[src/rvs_pkg.sv]
package rvs_pkg;

   // Instruction formats, fields listed from bit 31 down
   typedef struct packed {
      logic [6:0] funct7;
      logic [4:0] rs2;
      logic [4:0] rs1;
      logic [2:0] funct3;
      logic [4:0] rd;
      logic [6:0] opcode;
   } r_fmt_t;

   typedef struct packed {
      logic [11:0] imm;
      logic [4:0]  rs1;
      logic [2:0]  funct3;
      logic [4:0]  rd;
      logic [6:0]  opcode;
   } i_fmt_t;

   typedef struct packed {
      logic [6:0] imm_11_5;
      logic [4:0] rs2;
      logic [4:0] rs1;
      logic [2:0] funct3;
      logic [4:0] imm_4_0;
      logic [6:0] opcode;
   } s_fmt_t;

   typedef struct packed {
      logic       imm_12;
      logic [5:0] imm_10_5;
      logic [4:0] rs2;
      logic [4:0] rs1;
      logic [2:0] funct3;
      logic [3:0] imm_4_1;
      logic       imm_11;
      logic [6:0] opcode;
   } b_fmt_t;

   typedef struct packed {
      logic [19:0] imm_31_12;
      logic [4:0]  rd;
      logic [6:0]  opcode;
   } u_fmt_t;

   typedef struct packed {
      logic       imm_20;
      logic [9:0] imm_10_1;
      logic       imm_11;
      logic [7:0] imm_19_12;
      logic [4:0] rd;
      logic [6:0] opcode;
   } j_fmt_t;

   typedef union packed {
      r_fmt_t r;
      i_fmt_t i;
      s_fmt_t s;
      b_fmt_t b;
      u_fmt_t u;
      j_fmt_t j;
   } instr_t;

   typedef struct packed {
      logic [31:0] adr;
      logic [31:0] dat;
      logic [3:0]  sel;
      logic        we;
      logic        cyc;
   } bus_req_t;

   typedef enum logic [2:0] {
      ALU_ADD,
      ALU_SUB,
      ALU_AND,
      ALU_OR,
      ALU_XOR,
      ALU_SLT
   } alu_op_t;

   typedef enum logic [1:0] {
      WB_ALU,
      WB_MEM,
      WB_PC4,
      WB_IMM
   } wb_src_t;

   typedef struct packed {
      logic [4:0] rd;
      logic [4:0] rs1;
      logic [4:0] rs2;
      alu_op_t    alu_op;
      logic       use_imm;
      logic       rd_wen;
      logic       is_load;
      logic       is_store;
      logic       is_branch;
      logic       branch_ne;
      logic       is_jal;
      logic       mem_byte;
      logic       mem_unsigned;
      wb_src_t    wb_src;
   } dec_t;

   localparam logic [6:0] OPC_OP     = 7'b0110011;
   localparam logic [6:0] OPC_OP_IMM = 7'b0010011;
   localparam logic [6:0] OPC_LUI    = 7'b0110111;
   localparam logic [6:0] OPC_LOAD   = 7'b0000011;
   localparam logic [6:0] OPC_STORE  = 7'b0100011;
   localparam logic [6:0] OPC_BRANCH = 7'b1100011;
   localparam logic [6:0] OPC_JAL    = 7'b1101111;

   localparam logic [2:0] F3_ADD = 3'b000;
   localparam logic [2:0] F3_SLT = 3'b010;
   localparam logic [2:0] F3_XOR = 3'b100;
   localparam logic [2:0] F3_OR  = 3'b110;
   localparam logic [2:0] F3_AND = 3'b111;
   localparam logic [2:0] F3_LB  = 3'b000;
   localparam logic [2:0] F3_LW  = 3'b010;
   localparam logic [2:0] F3_LBU = 3'b100;
   localparam logic [2:0] F3_SB  = 3'b000;
   localparam logic [2:0] F3_SW  = 3'b010;
   localparam logic [2:0] F3_BEQ = 3'b000;
   localparam logic [2:0] F3_BNE = 3'b001;

   localparam logic [6:0] F7_SUB = 7'b0100000;

endpackage
[src/rvs_top.sv]
module rvs_top #(
   parameter logic [31:0] RESET_PC = 32'h0
) (
   input  logic              clk,
   input  logic              i_rst_n,
   output rvs_pkg::bus_req_t o_mem,
   input  logic [31:0]       i_mem_rdt,
   input  logic              i_mem_ack
);

   rvs_pkg::bus_req_t ibus;
   rvs_pkg::bus_req_t dbus;
   rvs_pkg::dec_t     dec;
   rvs_pkg::alu_op_t  alu_op;
   logic              ibus_ack;
   logic              dbus_ack;
   logic [31:0]       rdt;
   logic [31:0]       alu_a;
   logic [31:0]       alu_b;
   logic [31:0]       alu_result;
   logic              alu_eq;
   logic              mem_start;
   logic              mem_done;
   logic [31:0]       mem_rd;
   logic              rf_wen;
   logic [4:0]        rf_waddr;
   logic [31:0]       rf_wdata;
   logic [4:0]        rf_raddr1;
   logic [4:0]        rf_raddr2;
   logic [31:0]       rf_rdata1;
   logic [31:0]       rf_rdata2;

   assign alu_op = dec.alu_op;

   rvs_ctrl #(
      .RESET_PC (RESET_PC)
   ) u_ctrl (
      .clk          (clk),
      .i_rst_n      (i_rst_n),
      .o_ibus       (ibus),
      .i_ibus_ack   (ibus_ack),
      .i_rdt        (rdt),
      .o_dec        (dec),
      .o_imm        (),
      .o_alu_a      (alu_a),
      .o_alu_b      (alu_b),
      .i_alu_result (alu_result),
      .i_alu_eq     (alu_eq),
      .o_mem_start  (mem_start),
      .i_mem_done   (mem_done),
      .i_mem_rd     (mem_rd),
      .o_rf_wen     (rf_wen),
      .o_rf_waddr   (rf_waddr),
      .o_rf_wdata   (rf_wdata),
      .o_rf_raddr1  (rf_raddr1),
      .o_rf_raddr2  (rf_raddr2),
      .i_rf_rdata1  (rf_rdata1),
      .i_rf_rdata2  (rf_rdata2)
   );

   rvs_regfile u_regfile (
      .clk      (clk),
      .i_rst_n  (i_rst_n),
      .i_wen    (rf_wen),
      .i_waddr  (rf_waddr),
      .i_wdata  (rf_wdata),
      .i_raddr1 (rf_raddr1),
      .i_raddr2 (rf_raddr2),
      .o_rdata1 (rf_rdata1),
      .o_rdata2 (rf_rdata2)
   );

   rvs_alu u_alu (
      .i_op     (alu_op),
      .i_a      (alu_a),
      .i_b      (alu_b),
      .o_result (alu_result),
      .o_eq     (alu_eq)
   );

   // Store data comes straight from rs2
   rvs_mem_if u_mem_if (
      .clk        (clk),
      .i_rst_n    (i_rst_n),
      .i_start    (mem_start),
      .i_dec      (dec),
      .i_adr      (alu_result),
      .i_wdata    (rf_rdata2),
      .o_dbus     (dbus),
      .i_dbus_ack (dbus_ack),
      .i_rdt      (rdt),
      .o_done     (mem_done),
      .o_rd       (mem_rd)
   );

   rvs_arbiter u_arbiter (
      .clk        (clk),
      .i_rst_n    (i_rst_n),
      .i_ibus     (ibus),
      .o_ibus_ack (ibus_ack),
      .i_dbus     (dbus),
      .o_dbus_ack (dbus_ack),
      .o_mem      (o_mem),
      .i_mem_ack  (i_mem_ack),
      .i_mem_rdt  (i_mem_rdt),
      .o_rdt      (rdt)
   );

endmodule

[src/rvs_arbiter.sv]
module rvs_arbiter (
   input  logic              clk,
   input  logic              i_rst_n,
   input  rvs_pkg::bus_req_t i_ibus,
   output logic              o_ibus_ack,
   input  rvs_pkg::bus_req_t i_dbus,
   output logic              o_dbus_ack,
   output rvs_pkg::bus_req_t o_mem,
   input  logic              i_mem_ack,
   input  logic [31:0]       i_mem_rdt,
   output logic [31:0]       o_rdt
);

   logic gnt_q;
   logic hold_q;
   logic gnt_data;

   // Keep the previous owner while its transfer is still open
   assign gnt_data = hold_q ? gnt_q : i_dbus.cyc;

   always_ff @(posedge clk or negedge i_rst_n) begin
      if (!i_rst_n) begin
         gnt_q  <= 1'b0;
         hold_q <= 1'b0;
      end else begin
         gnt_q  <= gnt_data;
         hold_q <= o_mem.cyc & ~i_mem_ack;
      end
   end

   assign o_mem      = gnt_data ? i_dbus : i_ibus;
   assign o_ibus_ack = i_mem_ack & ~gnt_data;
   assign o_dbus_ack = i_mem_ack & gnt_data;
   assign o_rdt      = i_mem_rdt;

endmodule

[src/rvs_mem_if.sv]
module rvs_mem_if (
   input  logic              clk,
   input  logic              i_rst_n,
   input  logic              i_start,
   input  rvs_pkg::dec_t     i_dec,
   input  logic [31:0]       i_adr,
   input  logic [31:0]       i_wdata,
   output rvs_pkg::bus_req_t o_dbus,
   input  logic              i_dbus_ack,
   input  logic [31:0]       i_rdt,
   output logic              o_done,
   output logic [31:0]       o_rd
);

   logic        cyc_q;
   logic [31:0] adr_q;
   logic [31:0] dat_q;
   logic [3:0]  sel_q;
   logic        we_q;
   logic [1:0]  lane_q;
   logic [7:0]  byte_val;

   always_ff @(posedge clk or negedge i_rst_n) begin
      if (!i_rst_n) begin
         cyc_q <= 1'b0;
      end else if (i_start) begin
         cyc_q <= 1'b1;
      end else if (i_dbus_ack) begin
         cyc_q <= 1'b0;
      end
   end

   // Request payload, held stable until ack
   always_ff @(posedge clk) begin
      if (i_start) begin
         adr_q  <= {i_adr[31:2], 2'b00};
         dat_q  <= i_dec.mem_byte ? {4{i_wdata[7:0]}} : i_wdata;
         sel_q  <= i_dec.mem_byte ? 4'b0001 << i_adr[1:0] : 4'hf;
         we_q   <= i_dec.is_store;
         lane_q <= i_adr[1:0];
      end
   end

   always_comb begin
      o_dbus.adr = adr_q;
      o_dbus.dat = dat_q;
      o_dbus.sel = sel_q;
      o_dbus.we  = we_q;
      o_dbus.cyc = cyc_q;
   end

   assign o_done   = cyc_q & i_dbus_ack;
   assign byte_val = i_rdt[{lane_q, 3'b000} +: 8];
   assign o_rd     = i_dec.mem_byte ?
                     {{24{~i_dec.mem_unsigned & byte_val[7]}}, byte_val} : i_rdt;

endmodule

[src/rvs_ctrl.sv]
module rvs_ctrl #(
   parameter logic [31:0] RESET_PC = 32'h0
) (
   input  logic              clk,
   input  logic              i_rst_n,
   output rvs_pkg::bus_req_t o_ibus,
   input  logic              i_ibus_ack,
   input  logic [31:0]       i_rdt,
   output rvs_pkg::dec_t     o_dec,
   output logic [31:0]       o_imm,
   output logic [31:0]       o_alu_a,
   output logic [31:0]       o_alu_b,
   input  logic [31:0]       i_alu_result,
   input  logic              i_alu_eq,
   output logic              o_mem_start,
   input  logic              i_mem_done,
   input  logic [31:0]       i_mem_rd,
   output logic              o_rf_wen,
   output logic [4:0]        o_rf_waddr,
   output logic [31:0]       o_rf_wdata,
   output logic [4:0]        o_rf_raddr1,
   output logic [4:0]        o_rf_raddr2,
   input  logic [31:0]       i_rf_rdata1,
   input  logic [31:0]       i_rf_rdata2
);

   typedef enum logic [1:0] {
      FETCH,
      EXEC,
      MEM
   } state_t;

   state_t          state;
   rvs_pkg::instr_t ir;
   logic [31:0]     pc;
   logic [31:0]     pc_plus4;
   logic [31:0]     pc_next;
   logic            taken;
   logic            mem_op;

   rvs_decode u_decode (
      .i_instr (ir),
      .o_dec   (o_dec),
      .o_imm   (o_imm)
   );

   assign mem_op   = o_dec.is_load | o_dec.is_store;
   assign pc_plus4 = pc + 32'd4;
   assign taken    = o_dec.is_jal | (o_dec.is_branch & (i_alu_eq != o_dec.branch_ne));
   assign pc_next  = taken ? pc + o_imm : pc_plus4;

   always_ff @(posedge clk or negedge i_rst_n) begin
      if (!i_rst_n) begin
         state <= FETCH;
         pc    <= RESET_PC;
      end else begin
         case (state)
            FETCH: if (i_ibus_ack) state <= EXEC;
            EXEC: begin
               pc    <= pc_next;
               state <= mem_op ? MEM : FETCH;
            end
            MEM: if (i_mem_done) state <= FETCH;
            default: state <= FETCH;
         endcase
      end
   end

   always_ff @(posedge clk) begin
      if (state == FETCH && i_ibus_ack) begin
         ir <= i_rdt;
      end
   end

   // No fetch request while reset is held
   always_comb begin
      o_ibus.adr = pc;
      o_ibus.dat = '0;
      o_ibus.sel = 4'hf;
      o_ibus.we  = 1'b0;
      o_ibus.cyc = i_rst_n & (state == FETCH);
   end

   assign o_alu_a     = i_rf_rdata1;
   assign o_alu_b     = o_dec.use_imm ? o_imm : i_rf_rdata2;
   assign o_mem_start = (state == EXEC) & mem_op;

   assign o_rf_raddr1 = o_dec.rs1;
   assign o_rf_raddr2 = o_dec.rs2;
   assign o_rf_waddr  = o_dec.rd;

   // Loads write in the data ack cycle, everything else in EXEC
   assign o_rf_wen = ((state == EXEC) & o_dec.rd_wen & ~o_dec.is_load) |
                     ((state == MEM) & o_dec.is_load & i_mem_done);

   always_comb begin
      case (o_dec.wb_src)
         rvs_pkg::WB_ALU: o_rf_wdata = i_alu_result;
         rvs_pkg::WB_MEM: o_rf_wdata = i_mem_rd;
         rvs_pkg::WB_PC4: o_rf_wdata = pc_plus4;
         rvs_pkg::WB_IMM: o_rf_wdata = o_imm;
         default:         o_rf_wdata = i_alu_result;
      endcase
   end

endmodule

[src/rvs_alu.sv]
module rvs_alu (
   input  rvs_pkg::alu_op_t i_op,
   input  logic [31:0]      i_a,
   input  logic [31:0]      i_b,
   output logic [31:0]      o_result,
   output logic             o_eq
);

   logic [31:0] sum;
   logic [31:0] diff;
   logic        lt;

   assign sum  = i_a + i_b;
   assign diff = i_a - i_b;
   assign lt   = $signed(i_a) < $signed(i_b);

   // Branch compare works on rs1 and rs2 directly
   assign o_eq = i_a == i_b;

   always_comb begin
      case (i_op)
         rvs_pkg::ALU_ADD: o_result = sum;
         rvs_pkg::ALU_SUB: o_result = diff;
         rvs_pkg::ALU_AND: o_result = i_a & i_b;
         rvs_pkg::ALU_OR:  o_result = i_a | i_b;
         rvs_pkg::ALU_XOR: o_result = i_a ^ i_b;
         rvs_pkg::ALU_SLT: o_result = {31'h0, lt};
         default:          o_result = sum;
      endcase
   end

endmodule

[src/rvs_regfile.sv]
module rvs_regfile (
   input  logic        clk,
   input  logic        i_rst_n,
   input  logic        i_wen,
   input  logic [4:0]  i_waddr,
   input  logic [31:0] i_wdata,
   input  logic [4:0]  i_raddr1,
   input  logic [4:0]  i_raddr2,
   output logic [31:0] o_rdata1,
   output logic [31:0] o_rdata2
);

   // x0 has no storage
   logic [31:0] regs [1:31];

   always_ff @(posedge clk or negedge i_rst_n) begin
      if (!i_rst_n) begin
         for (int i = 1; i < 32; i++) begin
            regs[i] <= '0;
         end
      end else if (i_wen && i_waddr != 5'd0) begin
         regs[i_waddr] <= i_wdata;
      end
   end

   assign o_rdata1 = (i_raddr1 == 5'd0) ? 32'h0 : regs[i_raddr1];
   assign o_rdata2 = (i_raddr2 == 5'd0) ? 32'h0 : regs[i_raddr2];

endmodule

[src/rvs_decode.sv]
module rvs_decode (
   input  rvs_pkg::instr_t i_instr,
   output rvs_pkg::dec_t   o_dec,
   output logic [31:0]     o_imm
);

   logic [6:0]       opcode;
   logic [2:0]       funct3;
   rvs_pkg::alu_op_t f3_op;
   logic             f3_ok;
   logic             ld_ok;
   logic             st_ok;
   logic             br_ok;

   assign opcode = i_instr.r.opcode;
   assign funct3 = i_instr.r.funct3;

   assign ld_ok = funct3 == rvs_pkg::F3_LB || funct3 == rvs_pkg::F3_LW ||
                  funct3 == rvs_pkg::F3_LBU;
   assign st_ok = funct3 == rvs_pkg::F3_SB || funct3 == rvs_pkg::F3_SW;
   assign br_ok = funct3 == rvs_pkg::F3_BEQ || funct3 == rvs_pkg::F3_BNE;

   // ALU operation shared by OP and OP_IMM
   always_comb begin
      f3_ok = 1'b1;
      case (funct3)
         rvs_pkg::F3_ADD: f3_op = rvs_pkg::ALU_ADD;
         rvs_pkg::F3_SLT: f3_op = rvs_pkg::ALU_SLT;
         rvs_pkg::F3_XOR: f3_op = rvs_pkg::ALU_XOR;
         rvs_pkg::F3_OR:  f3_op = rvs_pkg::ALU_OR;
         rvs_pkg::F3_AND: f3_op = rvs_pkg::ALU_AND;
         default: begin
            f3_op = rvs_pkg::ALU_ADD;
            f3_ok = 1'b0;
         end
      endcase
   end

   always_comb begin
      o_dec        = '0;
      o_dec.rd     = i_instr.r.rd;
      o_dec.rs1    = i_instr.r.rs1;
      o_dec.rs2    = i_instr.r.rs2;
      o_dec.alu_op = rvs_pkg::ALU_ADD;
      o_dec.wb_src = rvs_pkg::WB_ALU;
      o_imm        = '0;
      case (opcode)
         rvs_pkg::OPC_OP: begin
            if (funct3 == rvs_pkg::F3_ADD && i_instr.r.funct7 == rvs_pkg::F7_SUB) begin
               o_dec.alu_op = rvs_pkg::ALU_SUB;
            end else begin
               o_dec.alu_op = f3_op;
            end
            o_dec.rd_wen = f3_ok;
         end
         rvs_pkg::OPC_OP_IMM: begin
            o_imm         = {{20{i_instr.i.imm[11]}}, i_instr.i.imm};
            o_dec.alu_op  = f3_op;
            o_dec.use_imm = 1'b1;
            o_dec.rd_wen  = f3_ok;
         end
         rvs_pkg::OPC_LUI: begin
            o_imm        = {i_instr.u.imm_31_12, 12'h000};
            o_dec.rd_wen = 1'b1;
            o_dec.wb_src = rvs_pkg::WB_IMM;
         end
         rvs_pkg::OPC_LOAD: begin
            o_imm              = {{20{i_instr.i.imm[11]}}, i_instr.i.imm};
            o_dec.use_imm      = 1'b1;
            o_dec.is_load      = ld_ok;
            o_dec.rd_wen       = ld_ok;
            o_dec.wb_src       = rvs_pkg::WB_MEM;
            o_dec.mem_byte     = funct3 != rvs_pkg::F3_LW;
            o_dec.mem_unsigned = funct3 == rvs_pkg::F3_LBU;
         end
         rvs_pkg::OPC_STORE: begin
            o_imm          = {{20{i_instr.s.imm_11_5[6]}}, i_instr.s.imm_11_5,
                              i_instr.s.imm_4_0};
            o_dec.use_imm  = 1'b1;
            o_dec.is_store = st_ok;
            o_dec.mem_byte = funct3 == rvs_pkg::F3_SB;
         end
         rvs_pkg::OPC_BRANCH: begin
            o_imm           = {{19{i_instr.b.imm_12}}, i_instr.b.imm_12, i_instr.b.imm_11,
                               i_instr.b.imm_10_5, i_instr.b.imm_4_1, 1'b0};
            o_dec.is_branch = br_ok;
            o_dec.branch_ne = funct3 == rvs_pkg::F3_BNE;
         end
         rvs_pkg::OPC_JAL: begin
            o_imm        = {{11{i_instr.j.imm_20}}, i_instr.j.imm_20, i_instr.j.imm_19_12,
                            i_instr.j.imm_11, i_instr.j.imm_10_1, 1'b0};
            o_dec.is_jal = 1'b1;
            o_dec.rd_wen = 1'b1;
            o_dec.wb_src = rvs_pkg::WB_PC4;
         end
         default: begin
            // Unknown opcode falls through as a no-op
            o_dec.rd_wen = 1'b0;
         end
      endcase
   end

endmodule

[config.mk]
export PLATFORM = sky130hd
export DESIGN_NAME = rvs_top
export DESIGN_NICKNAME = d
export VERILOG_FILES = /design/src/rvs_pkg.sv /design/src/rvs_top.sv /design/src/rvs_arbiter.sv /design/src/rvs_mem_if.sv /design/src/rvs_ctrl.sv /design/src/rvs_alu.sv /design/src/rvs_regfile.sv /design/src/rvs_decode.sv
export SDC_FILE = /design/constraint.sdc
export NUM_CORES = 2
export LEC_CHECK = 0
export CAP_MARGIN = 25
export CELL_PAD_IN_SITES_DETAIL_PLACEMENT = 1
export CELL_PAD_IN_SITES_GLOBAL_PLACEMENT = 1
export CORE_MARGIN = 2
export CORE_UTILIZATION = 30
export CTS_CLUSTER_DIAMETER = 40
export DETAILED_ROUTE_END_ITERATION = 10
export DONT_BUFFER_PORTS = 1
export HOLD_SLACK_MARGIN = 0.12
export MAX_ROUTING_LAYER = met4
export PLACE_DENSITY = 0.53
export SLEW_MARGIN = 5
export SYNTH_ARGS = -nofsm -noshare
export SYNTH_HDL_FRONTEND = slang
export SYNTH_HIERARCHICAL = 1
export SYNTH_SLANG_ARGS = --single-unit
[constraint.sdc]
create_clock -name clk -period 6.09 [get_ports clk]
set_input_delay 1.827 -clock clk [delete_from_list [all_inputs] [get_ports clk]]
set_output_delay 1.827 -clock clk [all_outputs]
set_load 0.05 [all_outputs]
==> summary.log <==
qor: cts.clock_insertion_delay_worst_skew 0.88 ns
qor: power_and_ir_drop.clock_power_share 0.613
qor: critical_path.top_fanout_value_on_the_critical_path 16
qor: timing.fin_crit 6.16 ns
qor: power_and_ir_drop.p_comb_frac 0.012
qor: run_status.failed_checks negative setup slack
qor: yosys.synth-warning-count 6
qor: grt.grt_pass1_wl 420000 um
qor: routing.detail-route-antenna-nets 0
qor: power_and_ir_drop.psw 4.59 mW
qor: routing.drt-initial-drc-count 4421
qor: die.die-height 491 um
qor: routing.drtPass1Iterations 5
qor: cts.cts_buffers 209
qor: layout.fillCellCount 24800
qor: timing.clock_skew 0.0619 ns
qor: cts.tritoncts yes
qor: yosys.number_of_instances_in_the_synthesized_netlist 5701
qor: yosys.mappedNetlistArea 71100 um2
qor: timing.timing_max_transition_violations_final 0
qor: placed_design.place_congestion 0.990
qor: cts.holdBufCountCts 0
qor: yosys.post_synthesis_average_cell_area 12.5 um2
qor: power_and_ir_drop.power_density 231 nW/um2
qor: timing.finalSetupViolCount 32
qor: critical_path.cp_data_arrival_time 6.88 ns
qor: die.start_util 0.302
qor: timing.final_hold_viol_count 0
qor: layout.utilization 0.373
qor: yosys.synth-seq-cells 1130
qor: die.ios 105
qor: routing.detailroute.via_count 53000
qor: critical_path.worst-setup-path-type flop to flop
qor: layout.fin_nets 6207
qor: job.max_cap_violations 0
qor: die.design.core.area 235000 um2
qor: timing.final.period_utilization 1.01
qor: layout.layout.cell_area.non_filler 87800 um2
qor: routing.wire_per_inst 31.9 um
qor: yosys.yosys.cell_types.count 107
qor: routing.drt-vias-per-instance 5.65
qor: placed_design.instance_count_after_placement_with_tap_cells_included 8894
qor: layout.most_frequent_cells_in_the_layout mux2_2 (1125), dfrtp_1 (1029), buf_4 (592)
qor: placed_design.io_buffers 0
qor: cts.clockRootBuffer clkbuf_16
qor: cts.clock-sinks 1130
qor: grt.pin_count_of_the_biggest_net_entering_global_routing 165
qor: timing.finalSetupTns -1.22 ns
qor: routing.drc 0
qor: layout.layout-area-overhead-vs-synth 23.4%
qor: die.dieArea 241000 um2
qor: layout.drive_above_1_share 0.470
qor: cts.path_clk_slew 0.05 ns
qor: placed_design.half_perimeter_wire_length_after_placement 198000 um
qor: critical_path.worstPathRequired 6.81 ns
qor: timing.setup_ws -0.0733 ns
qor: timing.timing.slew.headroom 0.244
qor: timing.tightestPinTransition 1.13 ns
qor: power_and_ir_drop.power.share.switching 0.226
qor: layout.final_common_cell mux2_2
qor: yosys.asyncSetResetFlopFracSynth 0.911
qor: layout.layout.area.seq 28800 um2
qor: hold_path.holdCritPathClass flop to flop
qor: power_and_ir_drop.ir_drop 0.000255 V
qor: power_and_ir_drop.leakage 39.5 nW
qor: placed_design.dpl-instance-area 78200 um2
qor: cts.cts_max_path_buffers 3
qor: yosys.synth-edff-count 101
qor: layout.finalNonFillerCells 9379
qor: power_and_ir_drop.power_frac_seq 0.375
qor: yosys.synthFlopType dfrtp_1
qor: grt.grt_pass1_vias 54900
qor: grt.antenna_violations_before_repair 16
qor: run_status.run_status finished with violations
qor: grt.grt.overflow.total 0
qor: cts.h-tree-depth 4
qor: routing.routed_wl 299000 um
qor: timing.timing.fmax 162 MHz
qor: layout.multi_input_comb_area 39400 um2
qor: critical_path.worst_setup_path_end_kind flop
qor: grt.total_track_usage 0.247
qor: power_and_ir_drop.total_power 20.3 mW
qor: power_and_ir_drop.internal_power_consumption 15.7 mW
qor: die.placement_rows 178
qor: die.dieWidth 491 um
qor: yosys.synth.yosys.seq_area_share 0.405
qor: critical_path.timing.critical_path.from_type flop
qor: timing.rsz_0062_raised_after_global_routing true
==> layout make-up <==
| type | instances | share of cell area |
|---|---|---|
| Multi-Input combinational cell | 3779 | 0.449 |
| Sequential cell | 1130 | 0.328 |
| Timing Repair Buffer | 741 | 0.0848 |
| Clock buffer | 275 | 0.0666 |
| Tap cell | 3150 | 0.0449 |
| Clock inverter | 117 | 0.0192 |
| Inverter | 180 | 0.00770 |
| Antenna cell | 7 | 0.000200 |
==> per-layer routing <==
metal  global-route usage  share of wire  up-vias
met3               0.0348          0.052      478
met5                    -              0        -
met4               0.0840          0.040        0
li1                     -              -    22100
met2                0.383           0.46     1684
met1                0.331           0.45    28700
==> metrics by stage <==
stage	worst slack (ns)	hold WS, ns
floorplan	0.516	0.469
global placement	-0.854	0.486
detailed placement	-0.485	0.503
CTS	-0.132	0.516
global route	-0.138	0.530
finish	-0.0733	0.516
==> synth_stat cells (11+ instances only) <==
| master | n | share of area |
|---|---|---|
| a221o_1 | 27 | 0.0038 |
| xnor2_1 | 56 | 0.0069 |
| buf_1 | 39 | 0.0021 |
| a21oi_1 | 176 | 0.012 |
| o22a_1 | 17 | 0.0021 |
| mux2i_1 | 248 | 0.035 |
| buf_2 | 152 | 0.011 |
| nand2_1 | 194 | 0.010 |
| or3_1 | 17 | 0.0015 |
| ha_1 | 128 | 0.023 |
| a22oi_1 | 54 | 0.0057 |
| inv_1 | 179 | 0.0094 |
| nand4_1 | 29 | 0.0026 |
| mux4_2 | 442 | 0.14 |
| nor2_1 | 175 | 0.0092 |
| o21ai_0 | 147 | 0.010 |
| nor3_1 | 66 | 0.0046 |
| buf_6 | 19 | 0.0030 |
| buf_4 | 177 | 0.019 |
| nor4_1 | 15 | 0.0013 |
| o21ai_2 | 11 | 0.0014 |
| clkbuf_1 | 248 | 0.013 |
| o21a_1 | 11 | 0.0012 |
| a211oi_1 | 24 | 0.0025 |
| o211ai_1 | 42 | 0.0044 |
| o31a_1 | 29 | 0.0036 |
| a221oi_1 | 40 | 0.0049 |
| and3_1 | 24 | 0.0021 |
| mux2_2 | 1131 | 0.18 |
| o221ai_1 | 16 | 0.0020 |
| dfrtp_1 | 1029 | 0.36 |
| xor2_1 | 20 | 0.0025 |
| o21bai_1 | 15 | 0.0016 |
| mux2_1 | 29 | 0.0046 |
| nand3_1 | 76 | 0.0053 |
| nor2b_1 | 96 | 0.0084 |
| a2111oi_0 | 21 | 0.0026 |
| a31oi_1 | 23 | 0.0020 |
| o22ai_1 | 56 | 0.0049 |
| and2_1 | 15 | 0.0013 |
| edfxtp_1 | 101 | 0.043 |
| a21o_1 | 59 | 0.0062 |
| nand2b_1 | 50 | 0.0044 |
==> worst paths after layout <==
check / slack (ns) / startpoint / end / cells past startpoint
max reg2reg: -0.07 / u_ctrl/ir[20] / u_regfile/regs[444] / 26
min: 0.52 / u_regfile/regs[916] / u_regfile/regs[916] / 1
min reg2reg: 0.52 / u_regfile/regs[916] / u_regfile/regs[916] / 1
min in group asynchronous: 0.82 / i_rst_n / u_regfile/regs[15] / 1
max: -0.07 / u_ctrl/ir[20] / u_regfile/regs[444] / 26
max in group asynchronous: 3.32 / i_rst_n / u_regfile/regs[900] / 3
==> critical path: stages (launching register included) <==
cell      delay, ns
edfxtp_1       0.49
buf_12         0.20
buf_4          0.13
mux4_2         0.51
nor2b_2        0.14
nor3_2         0.05
buf_4          0.14
o31a_1         0.41
mux2_4         0.34
buf_4          0.14
ha_2           0.17
inv_2          0.06
fa_2           0.20
and2b_2        0.19
o221ai_4       0.12
buf_6          0.15
a211oi_4       0.30
nor2_4         0.11
buf_6          0.15
a211o_1        0.33
nand3_4        0.09
o21ai_0        0.08
a221o_1        0.39
mux4_2         0.51
buf_12         0.17
buf_12         0.15
mux2_2         0.28
==> what timing repair did <==
item | in CTS | in global routing
pin swaps | 1 | 41
endpoints found under the setup margin | 644 | 745
gates cloned | 0 | 13
buffers inserted | 0 | 73
gates resized for setup | 43 | 193
==> registers in the layout (all words and copies together), names as in the netlist <==
register          count
u_arbiter/gnt_q       1
u_ctrl/state          2
u_mem_if/adr_q       30
u_ctrl/ir            32
u_regfile/regs      992
u_mem_if/dat_q       32
u_arbiter/hold_q      1
u_mem_if/we_q         1
u_mem_if/cyc_q        1
u_ctrl/pc            32
u_mem_if/lane_q       2
u_mem_if/sel_q        4
==> power groups by stage <==
| stage | clock network, mW | registers, mW | logic (mW) |
|---|---|---|---|
| 2_1_floorplan | 0 | 7.74 | 0.116 |
| 3_3_place_gp | 0 | 7.73 | 0.259 |
| 3_5_place_dp | 0 | 7.73 | 0.262 |
| 4_1_cts | 12.7 | 7.61 | 0.262 |
| 5_1_grt | 13.0 | 7.60 | 0.284 |
| 6_report | 12.4 | 7.61 | 0.253 |
==> kinds of logic after synthesis <==
logic type | count (synthesis) | share of synthesized area
AO/OA/AOI/OAI | 860 | 0.0837
XOR/XNOR | 76 | 0.00936
adder cells (fa/ha/maj) | 131 | 0.0234
buffers and inverters | 828 | 0.0593
flip-flops | 1130 | 0.405
multiplexers | 1857 | 0.360
other | 3 | 0.000158
AND/OR/NAND/NOR | 816 | 0.0594
No activity file was read; power rests on OpenSTA's default activity.
